File: config.mk
export PLATFORM = sky130hd
export DESIGN_NAME = edge_agg_top
export DESIGN_NICKNAME = d
export VERILOG_FILES = /design/src/design/gnn_agg_pkg.sv /design/src/design/edge_dispatch.sv /design/src/design/rr_grant_arbiter.sv /design/src/design/edge_bank.sv /design/src/design/edge_agg_top.sv
export SDC_FILE = /design/constraint.sdc
export NUM_CORES = 1
export LEC_CHECK = 0
export ABC_AREA = 1
export BUFFER_PORTS_ARGS = -buffer_cell sky130_fd_sc_hd__buf_2
export CORE_MARGIN = 2
export CORE_UTILIZATION = 45
export CTS_CLUSTER_SIZE = 24
export DETAILED_ROUTE_END_ITERATION = 10
export MAX_ROUTING_LAYER = met4
export PLACE_DENSITY = 0.66
export SETUP_SLACK_MARGIN = 0.3
export SYNTH_ARGS = -nofsm -noshare
export SYNTH_HDL_FRONTEND = slang
export SYNTH_SLANG_ARGS = --single-unit
File: constraint.sdc
create_clock -name clk -period 2.5 [get_ports clk]
set_input_delay 0.25 -clock clk [delete_from_list [all_inputs] [get_ports clk]]
set_output_delay 0.25 -clock clk [all_outputs]
set_load 0.005 [all_outputs]
File: src/design/gnn_agg_pkg.sv
// shared widths, element typedefs and packet structs for the edge aggregation stage; import where needed
`default_nettype none

package gnn_agg_pkg;

    // element and id widths
    localparam int FV_ELEM_W = 8;
    localparam int NODE_ID_W = 6;
    localparam int OUT_DATA_W = 2 * FV_ELEM_W;

    typedef logic [FV_ELEM_W-1:0] fv_elem_t;
    typedef logic [NODE_ID_W-1:0] node_id_t;
    typedef logic [OUT_DATA_W-1:0] out_data_t;

    // two elements per beat, index 0 is the even element
    typedef fv_elem_t [1:0] fv_pair_t;

    // one beat from an edge PE, or a single-beat command
    typedef struct packed {
        logic     sos;
        logic     eos;
        logic     wb_en;
        logic     done_aggr;
        node_id_t node_id;
        fv_pair_t fv_data;
    } edge_pkt_t;

    // one beat toward the reservation station
    typedef struct packed {
        logic     sos;
        logic     eos;
        node_id_t node_id;
        fv_pair_t fv_data;
    } rs_pkt_t;

    // one beat toward the output buffer
    // data holds the even element in the low byte, the odd one in the high byte
    typedef struct packed {
        logic      req;
        logic      grant_valid;
        logic      sos;
        logic      eos;
        node_id_t  node_id;
        out_data_t data;
    } out_pkt_t;

endpackage

`default_nettype wire

File: src/design/edge_dispatch.sv
// steers each incoming edge beat or command to its accumulation bank, one cycle of latency
`timescale 1ns/1ps
`default_nettype none

module edge_dispatch #(
    parameter int NUM_BANKS = 2,
    localparam int BANK_W = (NUM_BANKS > 1) ? $clog2(NUM_BANKS) : 1
) (
    input  wire logic                                  clk,
    input  wire logic                                  reset,
    input  wire gnn_agg_pkg::edge_pkt_t                in,
    output gnn_agg_pkg::edge_pkt_t [NUM_BANKS-1:0]     bank_pkt
);
    import gnn_agg_pkg::*;

    logic              stream_open;
    logic [BANK_W-1:0] open_bank;
    logic [BANK_W-1:0] node_bank;
    logic [BANK_W-1:0] sel;
    logic              beat_valid;

    // low node id bits pick the bank
    assign node_bank = BANK_W'(in.node_id & node_id_t'(NUM_BANKS - 1));

    // beats inside an open stream follow the bank chosen at sos
    assign sel = (stream_open && !in.sos) ? open_bank : node_bank;

    assign beat_valid = in.sos | stream_open | in.wb_en | in.done_aggr;

    always_ff @(posedge clk) begin
        if (reset) begin
            stream_open <= 1'b0;
            open_bank   <= '0;
        end else if (in.sos) begin
            // a one-beat stream never opens
            stream_open <= !in.eos;
            open_bank   <= node_bank;
        end else if (stream_open && in.eos) begin
            stream_open <= 1'b0;
        end
    end

    always_ff @(posedge clk) begin
        if (reset) begin
            bank_pkt <= '0;
        end else begin
            for (int b = 0; b < NUM_BANKS; b++) begin
                bank_pkt[b] <= (beat_valid && sel == BANK_W'(b)) ? in : '0;
            end
        end
    end

endmodule

`default_nettype wire

File: src/design/rr_grant_arbiter.sv
// round-robin port arbiter: one grant pulse per stream, port locked until the owner's eos
`timescale 1ns/1ps
`default_nettype none

module rr_grant_arbiter #(
    parameter int NUM_BANKS = 2,
    localparam int BANK_W = (NUM_BANKS > 1) ? $clog2(NUM_BANKS) : 1
) (
    input  wire logic                 clk,
    input  wire logic                 reset,
    input  wire logic [NUM_BANKS-1:0] req,
    input  wire logic                 sink_ready,
    input  wire logic [NUM_BANKS-1:0] stream_eos,
    output logic      [NUM_BANKS-1:0] grant,
    output logic      [BANK_W-1:0]    owner,
    output logic                      owned
);

    logic [BANK_W-1:0] ptr;
    logic [BANK_W-1:0] owner_q;
    logic [BANK_W-1:0] pick;
    logic [BANK_W-1:0] idx;
    logic              found;
    logic              lock;
    logic              grant_any;

    // search starts one past the last winner
    always_comb begin
        pick  = ptr;
        found = 1'b0;
        idx   = '0;
        for (int i = 1; i <= NUM_BANKS; i++) begin
            idx = BANK_W'((int'(ptr) + i) % NUM_BANKS);
            if (!found && req[idx]) begin
                pick  = idx;
                found = 1'b1;
            end
        end
    end

    always_comb begin
        grant = '0;
        if (!lock && sink_ready && found) begin
            grant[pick] = 1'b1;
        end
    end

    assign grant_any = |grant;

    // owned already in the grant cycle so beat 0 reaches the port
    assign owned = lock | grant_any;
    assign owner = lock ? owner_q : pick;

    always_ff @(posedge clk) begin
        if (reset) begin
            lock    <= 1'b0;
            owner_q <= '0;
            ptr     <= BANK_W'(NUM_BANKS - 1);
        end else if (grant_any) begin
            owner_q <= pick;
            ptr     <= pick;
            // one-beat stream ends in its own grant cycle
            lock    <= !stream_eos[pick];
        end else if (lock && stream_eos[owner_q]) begin
            lock <= 1'b0;
        end
    end

    // while the port is locked only the owner may end a stream
    eos_only_from_owner: assert property (
        @(posedge clk) disable iff (reset)
        lock |-> ((stream_eos & ~(NUM_BANKS'(1) << owner_q)) == '0)
    );

endmodule

`default_nettype wire

File: src/design/edge_bank.sv
// one accumulation bank: sums edge streams for a node and drains to the output buffer or RS
`timescale 1ns/1ps
`default_nettype none

module edge_bank #(
    parameter int MAX_FV_NUM = 8
) (
    input  wire logic                   clk,
    input  wire logic                   reset,
    input  wire gnn_agg_pkg::edge_pkt_t edge_pkt,
    input  wire logic                   out_grant,
    input  wire logic                   rs_grant,
    output logic                        rs_req,
    output gnn_agg_pkg::rs_pkt_t        rs_pkt,
    output logic                        busy,
    output gnn_agg_pkg::out_pkt_t       out_pkt
);
    import gnn_agg_pkg::*;

    localparam int NUM_BEATS = MAX_FV_NUM / 2;
    localparam int BEAT_W = (NUM_BEATS > 1) ? $clog2(NUM_BEATS) : 1;

    typedef enum logic [2:0] {
        idle,
        stream_in,
        complete,
        out_rs_wait,
        out_rs,
        out_fv_wait,
        out_fv
    } state_t;

    state_t state;

    // summed vector, one element pair per beat
    fv_pair_t [NUM_BEATS-1:0] buffer;

    logic [BEAT_W-1:0] beat;
    logic [BEAT_W:0]   vec_len;
    logic              len_valid;
    node_id_t          cur_node;

    logic accept_sos;
    logic accept_beat;
    logic out_active;
    logic drain_go;
    logic drain_rs;
    logic last_beat;

    assign busy = (state != idle);

    // a new stream can start from idle or on top of a finished sum
    assign accept_sos = edge_pkt.sos && (state == idle || state == complete);

    // streams are never stalled, so every cycle in stream_in carries a beat
    assign accept_beat = accept_sos || (state == stream_in);

    assign last_beat = (({1'b0, beat} + 1'b1) == vec_len);

    assign out_active = (state == out_fv_wait && out_grant) || (state == out_fv);
    assign drain_rs = (state == out_rs_wait && rs_grant) || (state == out_rs);
    assign drain_go = out_active || drain_rs;

    assign rs_req = (state == out_rs_wait);

    // output buffer beats leave combinationally, beat 0 in the grant cycle
    always_comb begin
        out_pkt = '0;
        out_pkt.node_id = cur_node;
        out_pkt.req = (state == out_fv_wait);
        if (out_active) begin
            out_pkt.grant_valid = 1'b1;
            out_pkt.sos = (state == out_fv_wait);
            out_pkt.eos = last_beat;
            out_pkt.data = {buffer[beat][1], buffer[beat][0]};
        end
    end

    always_ff @(posedge clk) begin
        if (reset) begin
            state     <= idle;
            beat      <= '0;
            vec_len   <= '0;
            len_valid <= 1'b0;
            cur_node  <= '0;
            buffer    <= '0;
            rs_pkt    <= '0;
        end else begin
            // rs port idles at zero between drains
            rs_pkt <= '0;

            if (accept_beat) begin
                // element-wise add, wraps modulo 256
                buffer[beat][0] <= buffer[beat][0] + edge_pkt.fv_data[0];
                buffer[beat][1] <= buffer[beat][1] + edge_pkt.fv_data[1];
                if (accept_sos) begin
                    cur_node <= edge_pkt.node_id;
                end
                if (edge_pkt.eos) begin
                    beat  <= '0;
                    state <= complete;
                    // later streams reuse the first stream's length
                    if (!len_valid) begin
                        vec_len   <= {1'b0, beat} + 1'b1;
                        len_valid <= 1'b1;
                    end
                end else begin
                    beat  <= beat + 1'b1;
                    state <= stream_in;
                end
            end else if (drain_go) begin
                if (drain_rs) begin
                    rs_pkt.sos     <= (state == out_rs_wait);
                    rs_pkt.eos     <= last_beat;
                    rs_pkt.node_id <= cur_node;
                    rs_pkt.fv_data <= buffer[beat];
                end
                if (last_beat) begin
                    // next job starts from a clean buffer
                    state     <= idle;
                    beat      <= '0;
                    buffer    <= '0;
                    len_valid <= 1'b0;
                end else begin
                    beat  <= beat + 1'b1;
                    state <= drain_rs ? out_rs : out_fv;
                end
            end else if (state == complete) begin
                if (edge_pkt.done_aggr) begin
                    state <= out_rs_wait;
                end else if (edge_pkt.wb_en) begin
                    state <= out_fv_wait;
                end
            end
        end
    end

    // dispatch must not open a stream into a bank that is draining
    sos_while_draining: assert property (
        @(posedge clk) disable iff (reset)
        (state inside {out_rs_wait, out_rs, out_fv_wait, out_fv}) |-> !edge_pkt.sos
    );

endmodule

`default_nettype wire

File: src/design/edge_agg_top.sv
// edge aggregation stage top: dispatch, accumulation banks, two port arbiters and output muxes
`timescale 1ns/1ps
`default_nettype none

module edge_agg_top #(
    parameter int NUM_BANKS = 2,
    parameter int MAX_FV_NUM = 8,
    localparam int BANK_W = (NUM_BANKS > 1) ? $clog2(NUM_BANKS) : 1
) (
    input  wire logic                   clk,
    input  wire logic                   reset,
    input  wire gnn_agg_pkg::edge_pkt_t in,
    input  wire logic                   out_grant,
    input  wire logic                   rs_grant,
    output gnn_agg_pkg::out_pkt_t       out,
    output gnn_agg_pkg::rs_pkt_t        rs,
    output logic [NUM_BANKS-1:0]        bank_busy
);
    import gnn_agg_pkg::*;

    edge_pkt_t [NUM_BANKS-1:0] bank_pkt;
    out_pkt_t  [NUM_BANKS-1:0] bank_out;
    rs_pkt_t   [NUM_BANKS-1:0] bank_rs;

    logic [NUM_BANKS-1:0] out_req;
    logic [NUM_BANKS-1:0] out_eos;
    logic [NUM_BANKS-1:0] out_gnt;
    logic [NUM_BANKS-1:0] rs_req;
    logic [NUM_BANKS-1:0] rs_eos;
    logic [NUM_BANKS-1:0] rs_gnt;

    logic [BANK_W-1:0] out_owner;
    logic [BANK_W-1:0] rs_owner;
    logic              out_owned;
    logic              rs_owned;

    edge_dispatch #(
        .NUM_BANKS (NUM_BANKS)
    ) u_dispatch (
        .clk      (clk),
        .reset    (reset),
        .in       (in),
        .bank_pkt (bank_pkt)
    );

    for (genvar b = 0; b < NUM_BANKS; b++) begin : g_bank
        edge_bank #(
            .MAX_FV_NUM (MAX_FV_NUM)
        ) u_bank (
            .clk       (clk),
            .reset     (reset),
            .edge_pkt  (bank_pkt[b]),
            .out_grant (out_gnt[b]),
            .rs_grant  (rs_gnt[b]),
            .rs_req    (rs_req[b]),
            .rs_pkt    (bank_rs[b]),
            .busy      (bank_busy[b]),
            .out_pkt   (bank_out[b])
        );

        assign out_req[b] = bank_out[b].req;
        assign out_eos[b] = bank_out[b].eos;
        assign rs_eos[b]  = bank_rs[b].eos;
    end

    // output buffer port
    rr_grant_arbiter #(
        .NUM_BANKS (NUM_BANKS)
    ) u_out_arb (
        .clk        (clk),
        .reset      (reset),
        .req        (out_req),
        .sink_ready (out_grant),
        .stream_eos (out_eos),
        .grant      (out_gnt),
        .owner      (out_owner),
        .owned      (out_owned)
    );

    // reservation station port
    rr_grant_arbiter #(
        .NUM_BANKS (NUM_BANKS)
    ) u_rs_arb (
        .clk        (clk),
        .reset      (reset),
        .req        (rs_req),
        .sink_ready (rs_grant),
        .stream_eos (rs_eos),
        .grant      (rs_gnt),
        .owner      (rs_owner),
        .owned      (rs_owned)
    );

    // free port only shows the pending requests
    always_comb begin
        out = '0;
        if (out_owned) begin
            out = bank_out[out_owner];
        end else begin
            out.req = |out_req;
        end
    end

    assign rs = rs_owned ? bank_rs[rs_owner] : '0;

endmodule

`default_nettype wire

# ---- Yosys cells after proc, flatten, opt, wreduce, memory -nomap -nowiden
# Cells that the tools add are included.
dict set report totals {
  register_bits 266
  latchBits 0
  ramBits 0
  elab_cells 292
  mem_count 0
  mem_bits_ro 0
}
dict set report op_classes {
  bitwise 14
  reduce_logical 72
  div 0
  n_eq_ne 16
  n_mul 0
  order_cmp 16
  mux 104
  add_sub_neg 12
  shifts 0
}
# cell count
set ops {}
lappend ops {{$mux W64} 6}
lappend ops {{$bwmux W64} 4}
lappend ops {{$demux W16 S2} 4}
lappend ops {{$mux W16} 6}
lappend ops {{$mux W24} 3}
lappend ops {{$bmux W16 S2} 2}
lappend ops {{$mux W26} 2}
lappend ops {{$mux W1} 44}
lappend ops {{$mux W3} 14}
lappend ops {{$add A8 B8 Y8} 4}
lappend ops {{$mux W2} 14}
lappend ops {{$mux W25} 1}
lappend ops {{$logic_and A1 B1 Y1} 22}
lappend ops {{$lt A1 B2 Y1 const B} 10}
lappend ops {{$eq A3 B3 Y1 const B} 6}
lappend ops {{$mux W8} 2}
lappend ops {{$reduce_bool A2 Y1} 7}
lappend ops {{$eq A3 B2 Y1 const B} 4}
lappend ops {{$reduce_and A2 Y1} 6}
lappend ops {{$reduce_and A3 Y1} 4}
lappend ops {{$reduce_bool A3 Y1} 4}
lappend ops {{$logic_or A1 B1 Y1} 10}
lappend ops {{$reduce_or A2 Y1} 5}
lappend ops {{$not A1 Y1} 9}
lappend ops {{15 further kinds} 41}

# ---- Depth between registers and ports, before layout
# Gate-level depths: netlist (run 1).
dict set report depth {
  word_depth 20
  ltp_mapped 15
}

# ---- By module
# From an unflattened synthesis (run 1), not the netlist that was laid out.
dict set report unflattened {
  hier_cells 1826
  hier_area_um2 12948.7
}
# module area_per_inst_um2 cells_each n_inst seq_area_each_um2
set by_module_without_submodules {}
lappend by_module_without_submodules {edge_bank 5041.1 690 2 2062.0}
lappend by_module_without_submodules {edge_dispatch 1534.0 153 1 1081.0}
lappend by_module_without_submodules {edge_agg_top 854.6 215 1 0.0}
lappend by_module_without_submodules {rr_grant_arbiter 239.0 39 2 60.1}

# ---- Worst setup path after synthesis (run 1)
# Ideal clock, no wire load.
dict set report synth_path {
  kind {flip-flop to flip-flop}
  startpoint {register g_bank[0].u_bank.beat[1]}
  endpoint {register g_bank[0].u_bank.buffer[14] (netlist name)}
  slack_ns -0.207
  t_required_ns 2.430
  setup_time_ns 0.070
  arrival_time_ns 2.636
  path_stages_with_launch 14
  path_cell_list {dfxtp_1 > inv_1 > clkbuf_1 > clkbuf_1 > a32oi_1 > ha_1 > fa_1 > nand3_1 > nand3_1 > nand2_1 > a21oi_1 > o21ai_0 > nand3_1 > a21oi_1}
}
dict set report synth_via {
  elab_chain_len 6
}
# item line
set synth_rtl {}
lappend synth_rtl {{start: declaration} edge_bank.sv:38} ;# logic [BEAT_W-1:0] beat;
lappend synth_rtl {{start signal: assignment} edge_bank.sv:108} ;# beat <= beat + 1'b1;
lappend synth_rtl {{start signal: assignment} edge_bank.sv:125} ;# beat <= beat + 1'b1;
lappend synth_rtl {{$bmux W16 S2 (tied with other cells)} {edge_bank.sv:94, edge_bank.sv:95}}
lappend synth_rtl {{$mux W16 (not written as such) / $logic_and A1 B1 Y1 (equally long branches)} edge_bank.sv:95} ;# buffer[beat][1] <= buffer[beat][1] + edge_pkt.fv_data[1];
lappend synth_rtl {{$add A8 B8 Y8 / $mux W16 (equally long branches)} {edge_bank.sv:94, edge_bank.sv:95}}
lappend synth_rtl {{$bwmux W64 / $demux W16 S2 (equally long branches)} -}
lappend synth_rtl {{$bwmux W64} edge_bank.sv:95}
lappend synth_rtl {{$mux W64} edge_bank.sv:92} ;# if (accept_beat) begin
lappend synth_rtl {{end signal: indexed assignment} edge_bank.sv:94} ;# buffer[beat][0] <= buffer[beat][0] + edge_pkt.fv_data[0];
lappend synth_rtl {{end signal: indexed assignment} edge_bank.sv:95}
lappend synth_rtl {{end: declaration} edge_bank.sv:36} ;# fv_pair_t [NUM_BEATS-1:0] buffer;
# Several ways; a longest one is shown, not always the timed one. The select of a mux whose other input is x is not followed.
# A chain may end at the register's enable or synchronous reset.

==> results of run 1 <==
[state kept, by name, summed over array words and instances, names as in the netlist, 2 cells and up]
register and count:
g_bank.u_bank.cur_node 12, g_bank.u_bank.len_valid 2, g_bank.u_bank.beat 4, u_dispatch.bank_pkt 52, g_bank.u_bank.rs_pkt 48, g_bank.u_bank.state 6, g_bank.u_bank.vec_len 6, g_bank.u_bank.buffer 128
[final cells by class]
type	instances	area [sq um]
Clock inverter	15	206.4
Clock buffer	39	773.2
Tap cell	341	426.7
Sequential cell	266	5361
Timing Repair Buffer	289	2716
Fill cell	1991	8831
Inverter	140	595.6
Timing Repair inverter	3	33.78
Multi-Input combinational cell	1147	8006
[cells by family (layout without fill, tap and decap cells)]
kind of cell	after synthesis	in the layout
flops	266	266
mux	1	1
buf+inv	227	486
xor+xnor	22	22
simple gates	750	751
fa+ha+maj	40	40
compound gates	333	333
[stage by stage]
step           instance area (sq um)  hold WS [ps]  setup slack [ps]  cells  TNS [ps]
4_1_cts                        16120         175.1            0.6133   2163         0
3_3_place_gp                   13290         445.9             146.5   2037         0
3_5_place_dp                   13290         453.5             100.3   2037         0
2_1_floorplan                  12470         329.3             304.7   1639         0
6_report                       18120         256.1            -153.4   2240     -1622
5_1_grt                        18120         286.8            -202.3   2240     -4128
[how the worst max path moves through the flow]
stage / end / slack, ps
after global routing: g_bank[0].u_bank.buffer[30] / -200
after global placement: g_bank[1].u_bank.buffer[13] / 150
after CTS: out[4] / 0.6
after detailed placement: g_bank[1].u_bank.buffer[61] / 100
final: out[0] / -150
after floorplan: g_bank[0].u_bank.buffer[14] / 300
[worst min-delay path: cells and delay by family]
kind,cells,cell delay [ps]
AO/OA/AOI/OAI,1,180
buffers and inverters,2,330
[synth_stat cells (3+ instances only)]
cell type / number / area share
buf_4: 3 / 0.0018
o21ai_0: 55 / 0.022
nand2_1: 365 / 0.11
nor2_2: 9 / 0.0046
buf_2: 14 / 0.0057
nor2_1: 141 / 0.043
nand3_4: 5 / 0.0071
nor3_1: 6 / 0.0024
o211ai_1: 5 / 0.0030
clkbuf_1: 55 / 0.017
or2_2: 5 / 0.0025
a21oi_1: 194 / 0.079
a21oi_2: 40 / 0.028
dfxtp_1: 266 / 0.43
xor2_1: 14 / 0.010
xnor2_1: 8 / 0.0057
buf_1: 5 / 0.0015
fa_1: 4 / 0.0065
nand3_1: 153 / 0.062
nand2_2: 50 / 0.025
ha_1: 36 / 0.037
inv_1: 129 / 0.039
inv_2: 9 / 0.0027
buf_12: 4 / 0.0065
a32oi_1: 28 / 0.020
buf_6: 6 / 0.0055
nand3_2: 4 / 0.0032
nand4_1: 7 / 0.0036
[what timing repair did]
action	4_1_cts	5_1_grt
pin swaps	61	129
setup buffers	38	64
endpoints found under the setup margin	161	203
gates cloned	8	13
gates resized for setup	271	275
hold buffers	26	0
endpoints found under the hold margin	50	0
[layout by cell type (no fill, tap or decap), drive strengths merged, types with 6 or more instances in the layout]
cell type / Yosys / final
a21oi: 234 / 234
a32oi: 28 / 28
buf: 32 / 254
clkbuf: 55 / 48
clkinv: 2 / 12
dfxtp: 266 / 266
dlygate4sd3: 0 / 26
ha: 36 / 36
inv: 138 / 140
nand2: 415 / 416
nand3: 162 / 162
nand4: 7 / 7
nor2: 151 / 151
nor3: 6 / 6
o21ai: 58 / 58
xnor2: 8 / 8
xor2: 14 / 14
[per-layer routing]
| layer | vias up | track usage | wire (um) |
|---|---|---|---|
| li1 | 5855 | - | - |
| met1 | 6095 | 0.3539 | 17740 |
| met2 | 709 | 0.4332 | 20640 |
| met3 | 151 | 0.03848 | 3973 |
| met4 | 0 | 0.1048 | 2086 |
| met5 | - | - | 0 |
[report_power, final]
group / total (W) / switching, W / internal (W)
logic: 0.00641 / 0.00377 / 0.00264
registers: 0.00476 / 0.000260 / 0.00450
clock network: 0.00446 / 0.00177 / 0.00268
==> summary.txt, run 1 <==
Outcome
  – Run status: finished with violations
  – Failing checks: setup timing

Synth
  – Post-synthesis mux area share: 0.0008123
  – Synth warnings: 0
  – Synth Flop Type: dfxtp_1
  – Mapped cell area: 12320 sq um
  – Synth Area in XOR/XNOR: 0.01564
  – Mapped Nets: 1709
  – Post-Syn Instances: 1639
  – Asr flop ratio synth: 0
  – Largest family of logic cells by synthesized area: simple AND/OR/NAND/NOR gates
  – Synth cell types: 40
  – Register area share after synthesis: 0.4322
  – Synth Area in Compound Gates: 0.1596
  – Post-synth EDFFs: 0
  – #FFs+latches synth: 266
  – Mapped Avg Cell Area: 7.518 sq um
  – Adder-cell area share of the yosys netlist: 0.04305
  – Simple-Gate Fraction of Synth Area: 0.2683

Setup path
  – CP startpoint: g_bank[1].u_bank.state[1]
  – Reg-to-reg startpoint: g_bank[0].u_bank.beat[0]
  – Crit start category: flip-flop
  – Setup CP Type: flip-flop to output pin
  – RR Endpoint: g_bank[0].u_bank.buffer[30]
  – Critical path buffers and inverters: 3
  – Crit path max-delay family: simple AND/OR/NAND/NOR gates
  – R2R Setup Slk: -60 ps
  – CP peak stage delay: 370 ps
  – Cells along the critical path: inv_4, nand3_4, nand2_4, nand2_4, nor2_4, nor2_4, o21ai_4, nand2_4, buf_4, nor2_4, buf_2
  – Stages on the worst setup path: 11
  – CP arrival: 2400 ps
  – Reg2reg path depth: 14
  – Critical Path End Type: output pin
  – Worst Path Required: 2250 ps
  – Worst path slowest cell: dfxtp_4
  – Worst Path Max Fanout: 5

Timing
  – Worst slew margin: 0.4445
  – Post-route setup slack: -153.4 ps
  – RSZ-0062 raised after global routing: true
  – Fmax: 376.9 MHz
  – Fin crit period: 2653 ps
  – Max-slew violations: 0
  – Setup violations, final: 23
  – Fin. Hold Viols: 0
  – Post-Route Skew: 8.200 ps
  – Tcrit/Tclk final: 1.061
  – Worst-Margin Slew: 833.2 ps

Hold path
  – Hold Crit Class: primary input to flip-flop
  – Worst Hold Path EP: u_rs_arb.ptr
  – Hold Path Origin: reset
  – Hold path cells: 3

Floorplan
  – Top Ports: 82
  – Core area: 26950 sq um
  – Die area: 28720 sq um
  – Die Ht: 169.5 um
  – Die width: 169.5 um
  – Rows: 60
  – Initial core utilization: 0.4572

Layout
  – Layout area overhead: 47.06%
  – Share of layout cells above drive strength 1: 0.4097
  – Final Util: 0.6723
  – Final nets: 1946
  – Ant. Diodes: 0

Flow run
  – MaxCap Viol Count: 0

Global route
  – Pin count of the biggest net entering global routing: 140
  – First-pass GRT wire length: 60450 um
  – GRT Util Overall: 0.2729
  – Remaining global-route overflow: 0
  – Antenna violations before repair: 0
  – Number of global-route vias before repair: 11502

Placement
  – GPL Wtd Cong: 0.9224
  – Hpwl dp: 23050 um
  – Number of port buffers: 81

Power and ir drop
  – Total power: 0.01562 W
  – Worst IR Drop VDD: 0.0005831 V
  – PwrDens: 862.2 nW/um^2
  – Cell leakage power: 7.275 nW

Drt
  – ANT nets after route: 0
  – Via count: 12810
  – Avg WL per Cell: 19.84 um
  – Iteration-0 DRC Markers: 1251
  – Pre-antenna DRT Iters: 6
  – Via density: 5.719
  – Drt total wl: 44440 um
  – # DRC: 0

Clocking
  – H-tree depth: 1
  – TritonCTS clock tree: yes
  – Clock transition at path regs: 60 ps
  – Skew-Pair Late Insertion Delay: 550 ps
  – CTS Buffer Depth: 3
  – # clock sinks: 266
  – Root Buffer: clkbuf_16
  – TritonCTS Buffers: 29
Note: power is estimated with default switching activity, not from simulation.
==> run 2: changes to the inputs <==
--- a/config.mk
+++ b/config.mk
@@ -7,12 +7,13 @@
 export LEC_CHECK = 0
 export ABC_AREA = 1
 export BUFFER_PORTS_ARGS = -buffer_cell sky130_fd_sc_hd__buf_2
-export CORE_MARGIN = 2
+export CORE_MARGIN = 3
 export CORE_UTILIZATION = 45
 export CTS_CLUSTER_SIZE = 24
 export DETAILED_ROUTE_END_ITERATION = 10
 export MAX_ROUTING_LAYER = met4
 export PLACE_DENSITY = 0.66
+export REMOVE_ABC_BUFFERS = 1
 export SETUP_SLACK_MARGIN = 0.3
 export SYNTH_ARGS = -nofsm -noshare
 export SYNTH_HDL_FRONTEND = slang
==> run 2 against run 1 <==
Effect of this change:
- sequential share of layout area is 0.60 points lower
- global-route usage is 0.15 points lower
- die area is 2.4% higher
- the flow still finishes with violations (setup timing)
- utilization is 2.5 points higher
- sequential power is 1% lower
- via count is 1.0% lower
- critical path depth stayed put
- clock-buffer cell count is 7 higher
- cell count is 0.22% lower
- routed wire length is 0.74% higher
- setup slack better by 120 ps
- first-iteration DRC count hardly changed
- highest routed layer unchanged
==> summary.txt, run 2 (synthesis results as in run 1) <==
Outcome
  – Run status: finished with violations (unchanged)
  – Failing checks: setup timing (unchanged)

Drt
  – Detail Route met2 WL: 21090 um (was 20640 um)
  – Avg WL per Cell: 20.03 um (was 19.84 um)
  – Via density: 5.673 (was 5.719)
  – Pre-antenna DRT Iters: 5 (was 6)
  – Met3 WL: 3662 um (was 3973 um)
  – Drt total wl: 44770 um (was 44440 um)
  – # DRC: 0 (unchanged)
  – Iteration-0 DRC Markers: 1250 (was 1251)
  – ANT nets after route: 0 (unchanged)
  – Via count: 12679 (was 12810)
  – DRT met1 WL: 18080 um (was 17740 um)
  – DR top layer: met4 (unchanged)

Clocking
  – TritonCTS clock tree: yes (unchanged)
  – TritonCTS Buffers: 30 (was 29)
  – Clock transition at path regs: 60 ps (about the same)
  – CTS Buffer Depth: 3 (unchanged)
  – Skew-Pair Late Insertion Delay: 560 ps (was 550 ps)
  – Root Buffer: clkbuf_16 (unchanged)
  – # clock sinks: 266 (unchanged)
  – H-tree depth: 1 (unchanged)

Hold path
  – Hold path cells: 6 (was 3)
  – Hold Path Origin: rs_grant (was reset)
  – Hold Crit Class: primary input to flip-flop (unchanged)
  – Worst Hold Path EP: u_rs_arb.owner_q (was u_rs_arb.ptr)

Setup path
  – CP peak stage delay: 370 ps (about the same)
  – Worst Path Required: 2250 ps (about the same)
  – Crit path max-delay family: buffers and inverters (was simple AND/OR/NAND/NOR gates)
  – Reg-to-reg startpoint: g_bank[1].u_bank.beat[0] (was g_bank[0].u_bank.beat[0])
  – RR Endpoint: g_bank[1].u_bank.buffer[6] (was g_bank[0].u_bank.buffer[30])
  – Critical path buffers and inverters: 4 (was 3)
  – Setup CP Type: flip-flop to output pin (unchanged)
  – R2R Setup Slk: 50 ps (was -60 ps)
  – CP arrival: 2290 ps (was 2400 ps)
  – Most common cell on crit path: nand2_4
  – Cells along the critical path: buf_6, nand3_4, nand2_4, nand2_4, o21ai_4, inv_4, o21ai_4, nand2_4, buf_12, nor2_1, buf_2 (was inv_4, nand3_4, nand2_4, nand2_4, nor2_4, nor2_4, o21ai_4, nand2_4, buf_4, nor2_4, buf_2)
  – Worst Path Max Fanout: 8 (was 5)
  – Worst path slowest cell: dfxtp_4 (unchanged)
  – Critical Path End Type: output pin (unchanged)
  – Stages on the worst setup path: 11 (unchanged)
  – Crit start category: flip-flop (unchanged)
  – Reg2reg path depth: 14 (unchanged)

Placement
  – DP Cell Count: 2050 (was 2037)
  – GPL Wtd Cong: 0.8762 (was 0.9224)
  – Number of port buffers: 81 (unchanged)
  – Hpwl dp: 23370 um (was 23050 um)
  – Pre-CTS setup slack: -73.02 ps (was 100.3 ps)

Layout
  – Finished Layout Cells: 2235 (was 2240)
  – Ant. Diodes: 0 (unchanged)
  – FF/Latch Area: 5356 sq um (was 5361 sq um)
  – Largest Register: g_bank.u_bank.buffer (unchanged)
  – Final nets: 1947 (was 1946)
  – Commonest non-fill, non-tap cell in the layout: nand2_1 (unchanged)
  – Regs by FF count: g_bank.u_bank.buffer (128), u_dispatch.bank_pkt (52), g_bank.u_bank.rs_pkt (48) (unchanged)
  – Filler Cells Inserted: 1847 (was 1991)
  – Commonest non-fill, non-tap cells in the layout: nand2_1 (260), dfxtp_1 (255), nand2_2 (121) (was nand2_1 (268), dfxtp_1 (255), a21oi_1 (126))
  – Layout area overhead: 49.94% (was 47.06%)
  – Multi-input logic area: 8138 sq um (was 8006 sq um)
  – Max reg flops: 128 (unchanged)
  – Share of layout cells above drive strength 1: 0.4274 (was 0.4097)

Timing
  – Fin crit period: 2537 ps (was 2653 ps)
  – Setup violations, final: 10 (was 23)
  – Post-route setup slack: -37.17 ps (was -153.4 ps)
  – Worst slew margin: 0.3566 (was 0.4445)
  – Fin. Hold Viols: 0 (unchanged)
  – Post-Route Skew: 8.435 ps (was 8.200 ps)
  – Max-slew violations: 0 (unchanged)
  – RSZ-0062 raised after global routing: true (unchanged)
  – Tcrit/Tclk final: 1.015 (was 1.061)
  – Worst-Margin Slew: 965.2 ps (was 833.2 ps)
  – Fmax: 394.1 MHz (was 376.9 MHz)

Floorplan
  – Die Ht: 171.5 um (was 169.5 um)
  – Die width: 171.5 um (was 169.5 um)
  – Die area: 29400 sq um (was 28720 sq um)
  – Top Ports: 82 (unchanged)
  – Rows: 59 (was 60)
  – Core area: 26500 sq um (was 26950 sq um)
  – Initial core utilization: 0.4649 (was 0.4572)

Global route
  – Antenna violations before repair: 0 (unchanged)
  – Pin count of the biggest net entering global routing: 140 (unchanged)
  – GRT Util Overall: 0.2715 (was 0.2729)
  – Number of global-route vias before repair: 11735 (was 11502)
  – Remaining global-route overflow: 0 (unchanged)
  – First-pass GRT wire length: 62050 um (was 60450 um)

Flow run
  – MaxCap Viol Count: 0 (unchanged)

Power and ir drop
  – Cell leakage power: 7.188 nW (was 7.275 nW)
  – Total power: 0.01612 W (was 0.01562 W)
  – Worst IR Drop VDD: 0.0005401 V (was 0.0005831 V)
  – PwrDens: 872.3 nW/um^2 (was 862.2 nW/um^2)
[run 2: cell types whose count changed in the layout (fill, tap and decap cells not counted), moves of 6 or more]
cell,previous run,this run
buf_6,19,54
o21ai_2,6,12
buf_16,4,10
buf_8,11,5
clkbuf_8,1,10
nand2_1,268,260
buf_4,118,85
a21oi_1,126,102
o21ai_0,40,33
nand2_4,47,33
nand2_2,101,121
a21oi_2,92,113
[run 2: routing by layer]
layer,track usage,vias up
met2,0.4384,602
met3,0.04298,150
met1,0.3584,6079
met5,-,-
li1,-,5848
met4,0.06823,0
[run 2: repair_timing]
item / in CTS / in global routing
pin swaps: 89 / 187
hold endpoints to repair: 49 / 0
cloned: 12 / 10
hold buffers: 27 / 0
setup buffers: 46 / 35
gates resized for setup: 269 / 332
setup endpoints to repair: 167 / 163
[run 2: worst max path at each step]
stage	startpoint	to	slack (ps)
after global routing	g_bank[0].u_bank.state[2]	out[1]	-120
after detailed placement	g_bank[1].u_bank.beat[0]	g_bank[1].u_bank.buffer[53]	-70
after floorplan	g_bank[0].u_bank.beat[0]	g_bank[0].u_bank.state[2]	-1450
after CTS	g_bank[1].u_bank.state[2]	out[3]	0.9
after global placement	g_bank[1].u_bank.beat[0]	g_bank[1].u_bank.buffer[53]	-70
final	g_bank[1].u_bank.state[2]	out[1]	-40
[run 2: layout make-up]
type,instances,share of cell area
multi-input combinational,1147,0.4405
sequential,266,0.2899
timing repair buffer,291,0.1606
clock buffer,46,0.04930
inverter,140,0.03041
tap,335,0.02269
clock inverter,9,0.006163
timing repair inverter,1,0.0004063
[run 2: power by group]
part	leakage (nW)	switching [W]	total, W	internal [W]
Combinational	4.53	0.00395	0.00686	0.00291
Clock	0.496	0.00184	0.00454	0.00270
Sequential	2.16	0.000216	0.00471	0.00450
Total	7.19	0.00600	0.0161	0.0101
[run 2: metrics by stage]
| stage | TNS (ps) | util | instance area [sq um] | hold WS, ps |
|---|---|---|---|---|
| after floorplan | -152110 | - | 11860 | 312.4 |
| after global placement | -831.5 | 0.5064 | 13420 | 438.5 |
| after detailed placement | -1040 | 0.5064 | 13420 | 442.1 |
| after CTS | 0 | 0.6278 | 16640 | 166.0 |
| after global routing | -2876 | 0.6971 | 18480 | 231.7 |
| final | -268.8 | 0.6971 | 18480 | 189.8 |
[run 2: worst reg2reg max path, delay by kind of cell (launching register included)]
| family | cells | cell delay, ps |
|---|---|---|
| fa+ha+maj | 2 | 510 |
| simple gates | 5 | 510 |
| buf+inv | 3 | 450 |
| compound gates | 4 | 450 |
| flops | 1 | 390 |
==> run 3: changes to the inputs <==
--- a/config.mk
+++ b/config.mk
@@ -5,7 +5,6 @@
 export SDC_FILE = /design/constraint.sdc
 export NUM_CORES = 1
 export LEC_CHECK = 0
-export ABC_AREA = 1
 export BUFFER_PORTS_ARGS = -buffer_cell sky130_fd_sc_hd__buf_2
 export CORE_MARGIN = 3
 export CORE_UTILIZATION = 45
==> run 3 against run 2 <==
Effect of this change:
- the run still ends with setup timing left
- worst hold slack got worse by 150 ps
- largest cell class unchanged
- clock skew rose by 11 ps
- via count fell by 21%
- critical path depth fell by 2
- largest power group is now sequential cells
- sequential share of layout area rose by 2.9 points
- sequential power fell by 3%
- clock-buffer cell count fell by 7
- cell count fell by 23%
- design area fell by 8.9%
==> summary.txt, run 3 <==
Outcome
  – Run status: finished with violations (unchanged)
  – Failing checks: setup timing (unchanged)

Layout
  – Ant. Diodes: 0 (unchanged)
  – Share of layout cells above drive strength 1: 0.4310 (was 0.4274)
  – Largest Register: g_bank.u_bank.buffer (unchanged)
  – Commonest non-fill, non-tap cells in the layout: dfxtp_1 (254), buf_4 (140), a22o_1 (107) (was nand2_1 (260), dfxtp_1 (255), nand2_2 (121))
  – Final nets: 1459 (was 1947)
  – Final Util: 0.6820 (was 0.6971)
  – Commonest non-fill, non-tap cell in the layout: dfxtp_1 (was nand2_1)
  – Regs by FF count: g_bank.u_bank.buffer (128), u_dispatch.bank_pkt (52), g_bank.u_bank.rs_pkt (48) (unchanged)
  – Max reg flops: 128 (unchanged)
  – Post-route cell area: 16830 sq um (was 18480 sq um)
  – Filler Cells Inserted: 1695 (was 1847)
  – Layout area overhead: 46.85% (was 49.94%)

Setup path
  – Cells along the critical path: and4bb_2, a21oi_4, o21a_1, buf_6, nor3_4, buf_6, buf_6, a22o_1, buf_2 (was buf_6, nand3_4, nand2_4, nand2_4, o21ai_4, inv_4, o21ai_4, nand2_4, buf_12, nor2_1, buf_2)
  – CP peak stage delay: 360 ps (was 370 ps)
  – Worst Path Required: 2250 ps (about the same)
  – Worst path slowest cell: dfxtp_4 (unchanged)
  – RR Endpoint: g_bank[0].u_bank.buffer[62] (was g_bank[1].u_bank.buffer[6])
  – Crit path max-delay family: simple AND/OR/NAND/NOR gates (was buffers and inverters)
  – Setup CP Type: flip-flop to output pin (unchanged)
  – Reg2reg path depth: 10 (was 14)
  – CP arrival: 2410 ps (was 2290 ps)
  – Crit start category: flip-flop (unchanged)
  – Worst Path Max Fanout: 7 (was 8)
  – Most common cell on crit path: buf_6 (was nand2_4)
  – Critical Path End Type: output pin (unchanged)
  – Critical path buffers and inverters: 4 (unchanged)
  – Reg-to-reg startpoint: g_bank[0].u_bank.beat[0] (was g_bank[1].u_bank.beat[0])
  – R2R Setup Slk: -140 ps (was 50 ps)

Timing
  – RSZ-0062 raised after global routing: true (unchanged)
  – Tcrit/Tclk final: 1.062 (was 1.015)
  – Worst-Margin Slew: 718.1 ps (was 965.2 ps)
  – Setup violations, final: 65 (was 10)
  – Setup TNS: -4130 ps (was -268.8 ps)
  – Worst slew margin: 0.5213 (was 0.3566)
  – Fin. Hold Viols: 0 (unchanged)
  – Fin crit period: 2656 ps (was 2537 ps)
  – Max-slew violations: 0 (unchanged)
  – Post-Route Skew: 19.53 ps (was 8.435 ps)
  – Post-route setup slack: -155.7 ps (was -37.17 ps)
  – Fmax: 376.6 MHz (was 394.1 MHz)

Clocking
  – H-tree depth: 1 (unchanged)
  – TritonCTS clock tree: yes (unchanged)
  – # clock sinks: 266 (unchanged)
  – Clock transition at path regs: 60 ps (about the same)
  – TritonCTS Buffers: 28 (was 30)
  – CTS Buffer Depth: 3 (unchanged)
  – Skew-Pair Late Insertion Delay: 550 ps (was 560 ps)
  – Root Buffer: clkbuf_16 (unchanged)

Synth
  – Cell taking the most area after synthesis: dfxtp_1 (unchanged)
  – Largest family of logic cells by synthesized area: simple AND/OR/NAND/NOR gates (unchanged)
  – Mapped cell area: 11460 sq um (was 12320 sq um)
  – Top-count cell post-synth: dfxtp_1 (was nand2_1)
  – Synth Flop Type: dfxtp_1 (unchanged)
  – Adder-cell area share of the yosys netlist: 0.04629 (was 0.04305)
  – Synth Area in Compound Gates: 0.1710 (was 0.1596)
  – Post-synth EDFFs: 0 (unchanged)
  – #FFs+latches synth: 266 (unchanged)
  – Asr flop ratio synth: 0 (unchanged)
  – Synth top area share: 0.4647 (was 0.4322)
  – Synth top cells by count: dfxtp_1 (266), nand2_1 (124), a22o_1 (110), and2_1 (77), a21oi_1 (62) (was nand2_1 (365), dfxtp_1 (266), a21oi_1 (194), nand3_1 (153), nor2_1 (141))
  – Mapped Avg Cell Area: 10.28 sq um (was 7.518 sq um)
  – Synth Area in XOR/XNOR: 0.02599 (was 0.01564)
  – Register area share after synthesis: 0.4647 (was 0.4322)
  – Synth cell types: 68 (was 40)
  – Post-synthesis mux area share: 0.08363 (was 0.0008123)
  – Post-Syn Instances: 1115 (was 1639)
  – Synth warnings: 0 (unchanged)
  – Simple-Gate Fraction of Synth Area: 0.1731 (was 0.2683)
  – Top area cells in the synthesized netlist: dfxtp_1 (46%), a22o_1 (8.4%), mux4_2 (5.5%) (was dfxtp_1 (43%), nand2_1 (11%), a21oi_1 (7.9%))

Hold path
  – Hold Path Origin: in[25] (was rs_grant)
  – Hold path cells: 2 (was 6)
  – Worst Hold Path EP: u_dispatch.bank_pkt[25] (was u_rs_arb.owner_q)
  – Hold Crit Class: primary input to flip-flop (unchanged)

Floorplan
  – Rows: 57 (was 59)
  – Die area: 27420 sq um (was 29400 sq um)
  – Top Ports: 82 (unchanged)
  – Initial core utilization: 0.4644 (was 0.4649)
  – Die Ht: 165.6 um (was 171.5 um)
  – Core area: 24680 sq um (was 26500 sq um)
  – Die width: 165.6 um (was 171.5 um)

Drt
  – Drt total wl: 37700 um (was 44770 um)
  – ANT nets after route: 0 (unchanged)
  – Via density: 5.822 (was 5.673)
  – Avg WL per Cell: 21.79 um (was 20.03 um)
  – Via count: 10072 (was 12679)
  – Iteration-0 DRC Markers: 772 (was 1250)
  – Pre-antenna DRT Iters: 5 (unchanged)
  – # DRC: 0 (unchanged)

Power and ir drop
  – Cell leakage power: 6.857 nW (was 7.188 nW)
  – PwrDens: 741.3 nW/um^2 (was 872.3 nW/um^2)
  – Worst IR Drop VDD: 0.0006200 V (was 0.0005401 V)
  – Total power: 0.01247 W (was 0.01612 W)

Global route
  – First-pass GRT wire length: 53740 um (was 62050 um)
  – Antenna violations before repair: 0 (unchanged)
  – GRT Util Overall: 0.2595 (was 0.2715)
  – Number of global-route vias before repair: 9845 (was 11735)
  – Pin count of the biggest net entering global routing: 27 (was 140)
  – Remaining global-route overflow: 0 (unchanged)

Placement
  – Post-DP Area: 13060 sq um (was 13420 sq um)
  – Number of port buffers: 81 (unchanged)
  – GPL Wtd Cong: 0.8716 (was 0.8762)
  – Hpwl dp: 22110 um (was 23370 um)

Flow run
  – MaxCap Viol Count: 0 (unchanged)
## run 3: final cells by class
cell class	instances	area [sq um]	share of cell area
Clock buffer	39	823.3	0.04892
Sequential cell	266	5360	0.3185
Tap cell	324	405.4	0.02409
Timing Repair Buffer	310	2764	0.1642
Multi-Input combinational cell	764	7278	0.4325
Inverter	19	78.83	0.004684
Clock inverter	8	118.9	0.007063
## run 3: logic make-up (layout without fill, tap and decap cells)
kind of cell / after synthesis / in the layout
AND/OR/NAND/NOR: 368 / 368
flip-flops: 266 / 266
AO/OA/AOI/OAI: 262 / 262
buffers and inverters: 85 / 376
multiplexers: 60 / 60
adder cells (fa/ha/maj): 40 / 40
XOR/XNOR: 34 / 34
## run 3: metrics by stage
| stage | std cells | setup slack [ps] | hold WS [ps] |
|---|---|---|---|
| 6_report | 1730 | -155.7 | 40.85 |
| 5_1_grt | 1730 | -242.0 | 44.95 |
| 2_1_floorplan | 1049 | -620.5 | 319.1 |
| 3_3_place_gp | 1578 | -121.4 | 444.3 |
| 4_1_cts | 1698 | -90.86 | 27.84 |
| 3_5_place_dp | 1578 | -302.2 | 446.5 |
## run 3: worst max path at each step
stage | startpoint | end | cells past startpoint
2_1_floorplan | g_bank[1].u_bank.beat[0] | g_bank[1].u_bank.buffer[14] | 8
3_3_place_gp | g_bank[1].u_bank.beat[0] | g_bank[1].u_bank.buffer[14] | 9
3_5_place_dp | g_bank[1].u_bank.beat[0] | g_bank[1].u_bank.buffer[55] | 9
4_1_cts | g_bank[0].u_bank.beat[0] | g_bank[0].u_bank.buffer[63] | 10
5_1_grt | g_bank[0].u_bank.beat[0] | g_bank[0].u_bank.buffer[62] | 10
6_report | g_bank[1].u_bank.state[1] | out[11] | 9
## run 3: power breakdown
| group | switching [W] | internal (W) |
|---|---|---|
| registers | 0.000158 | 0.00442 |
| clock network | 0.00172 | 0.00259 |
| logic | 0.00180 | 0.00179 |
## run 3: worst register-to-register path, delay by kind of cell, from the launching register on
kind | cells | cell delay [ps]
xor gates and xnor gates | 1 | 120
AOI/OAI and AO/OA | 4 | 720
DFF | 1 | 370
muxes | 1 | 540
buffers and inverters | 2 | 220
adders and majority gates | 2 | 540
## run 3: per-layer routing
layer	track usage	routed length (um)
met1	0.3385	15450
met2	0.4195	18000
met3	0.03642	3000
met4	0.08355	1236
met5	-	0
## run 3: repair_timing
| action | CTS | global route |
|---|---|---|
| gates resized for setup | 199 | 163 |
| setup endpoints to repair | 181 | 189 |
| hold buffers | 25 | 0 |
| gates cloned | 7 | 4 |
| pin swaps | 73 | 118 |
| buffers inserted | 41 | 28 |
| endpoints found under the hold margin | 50 | 0 |
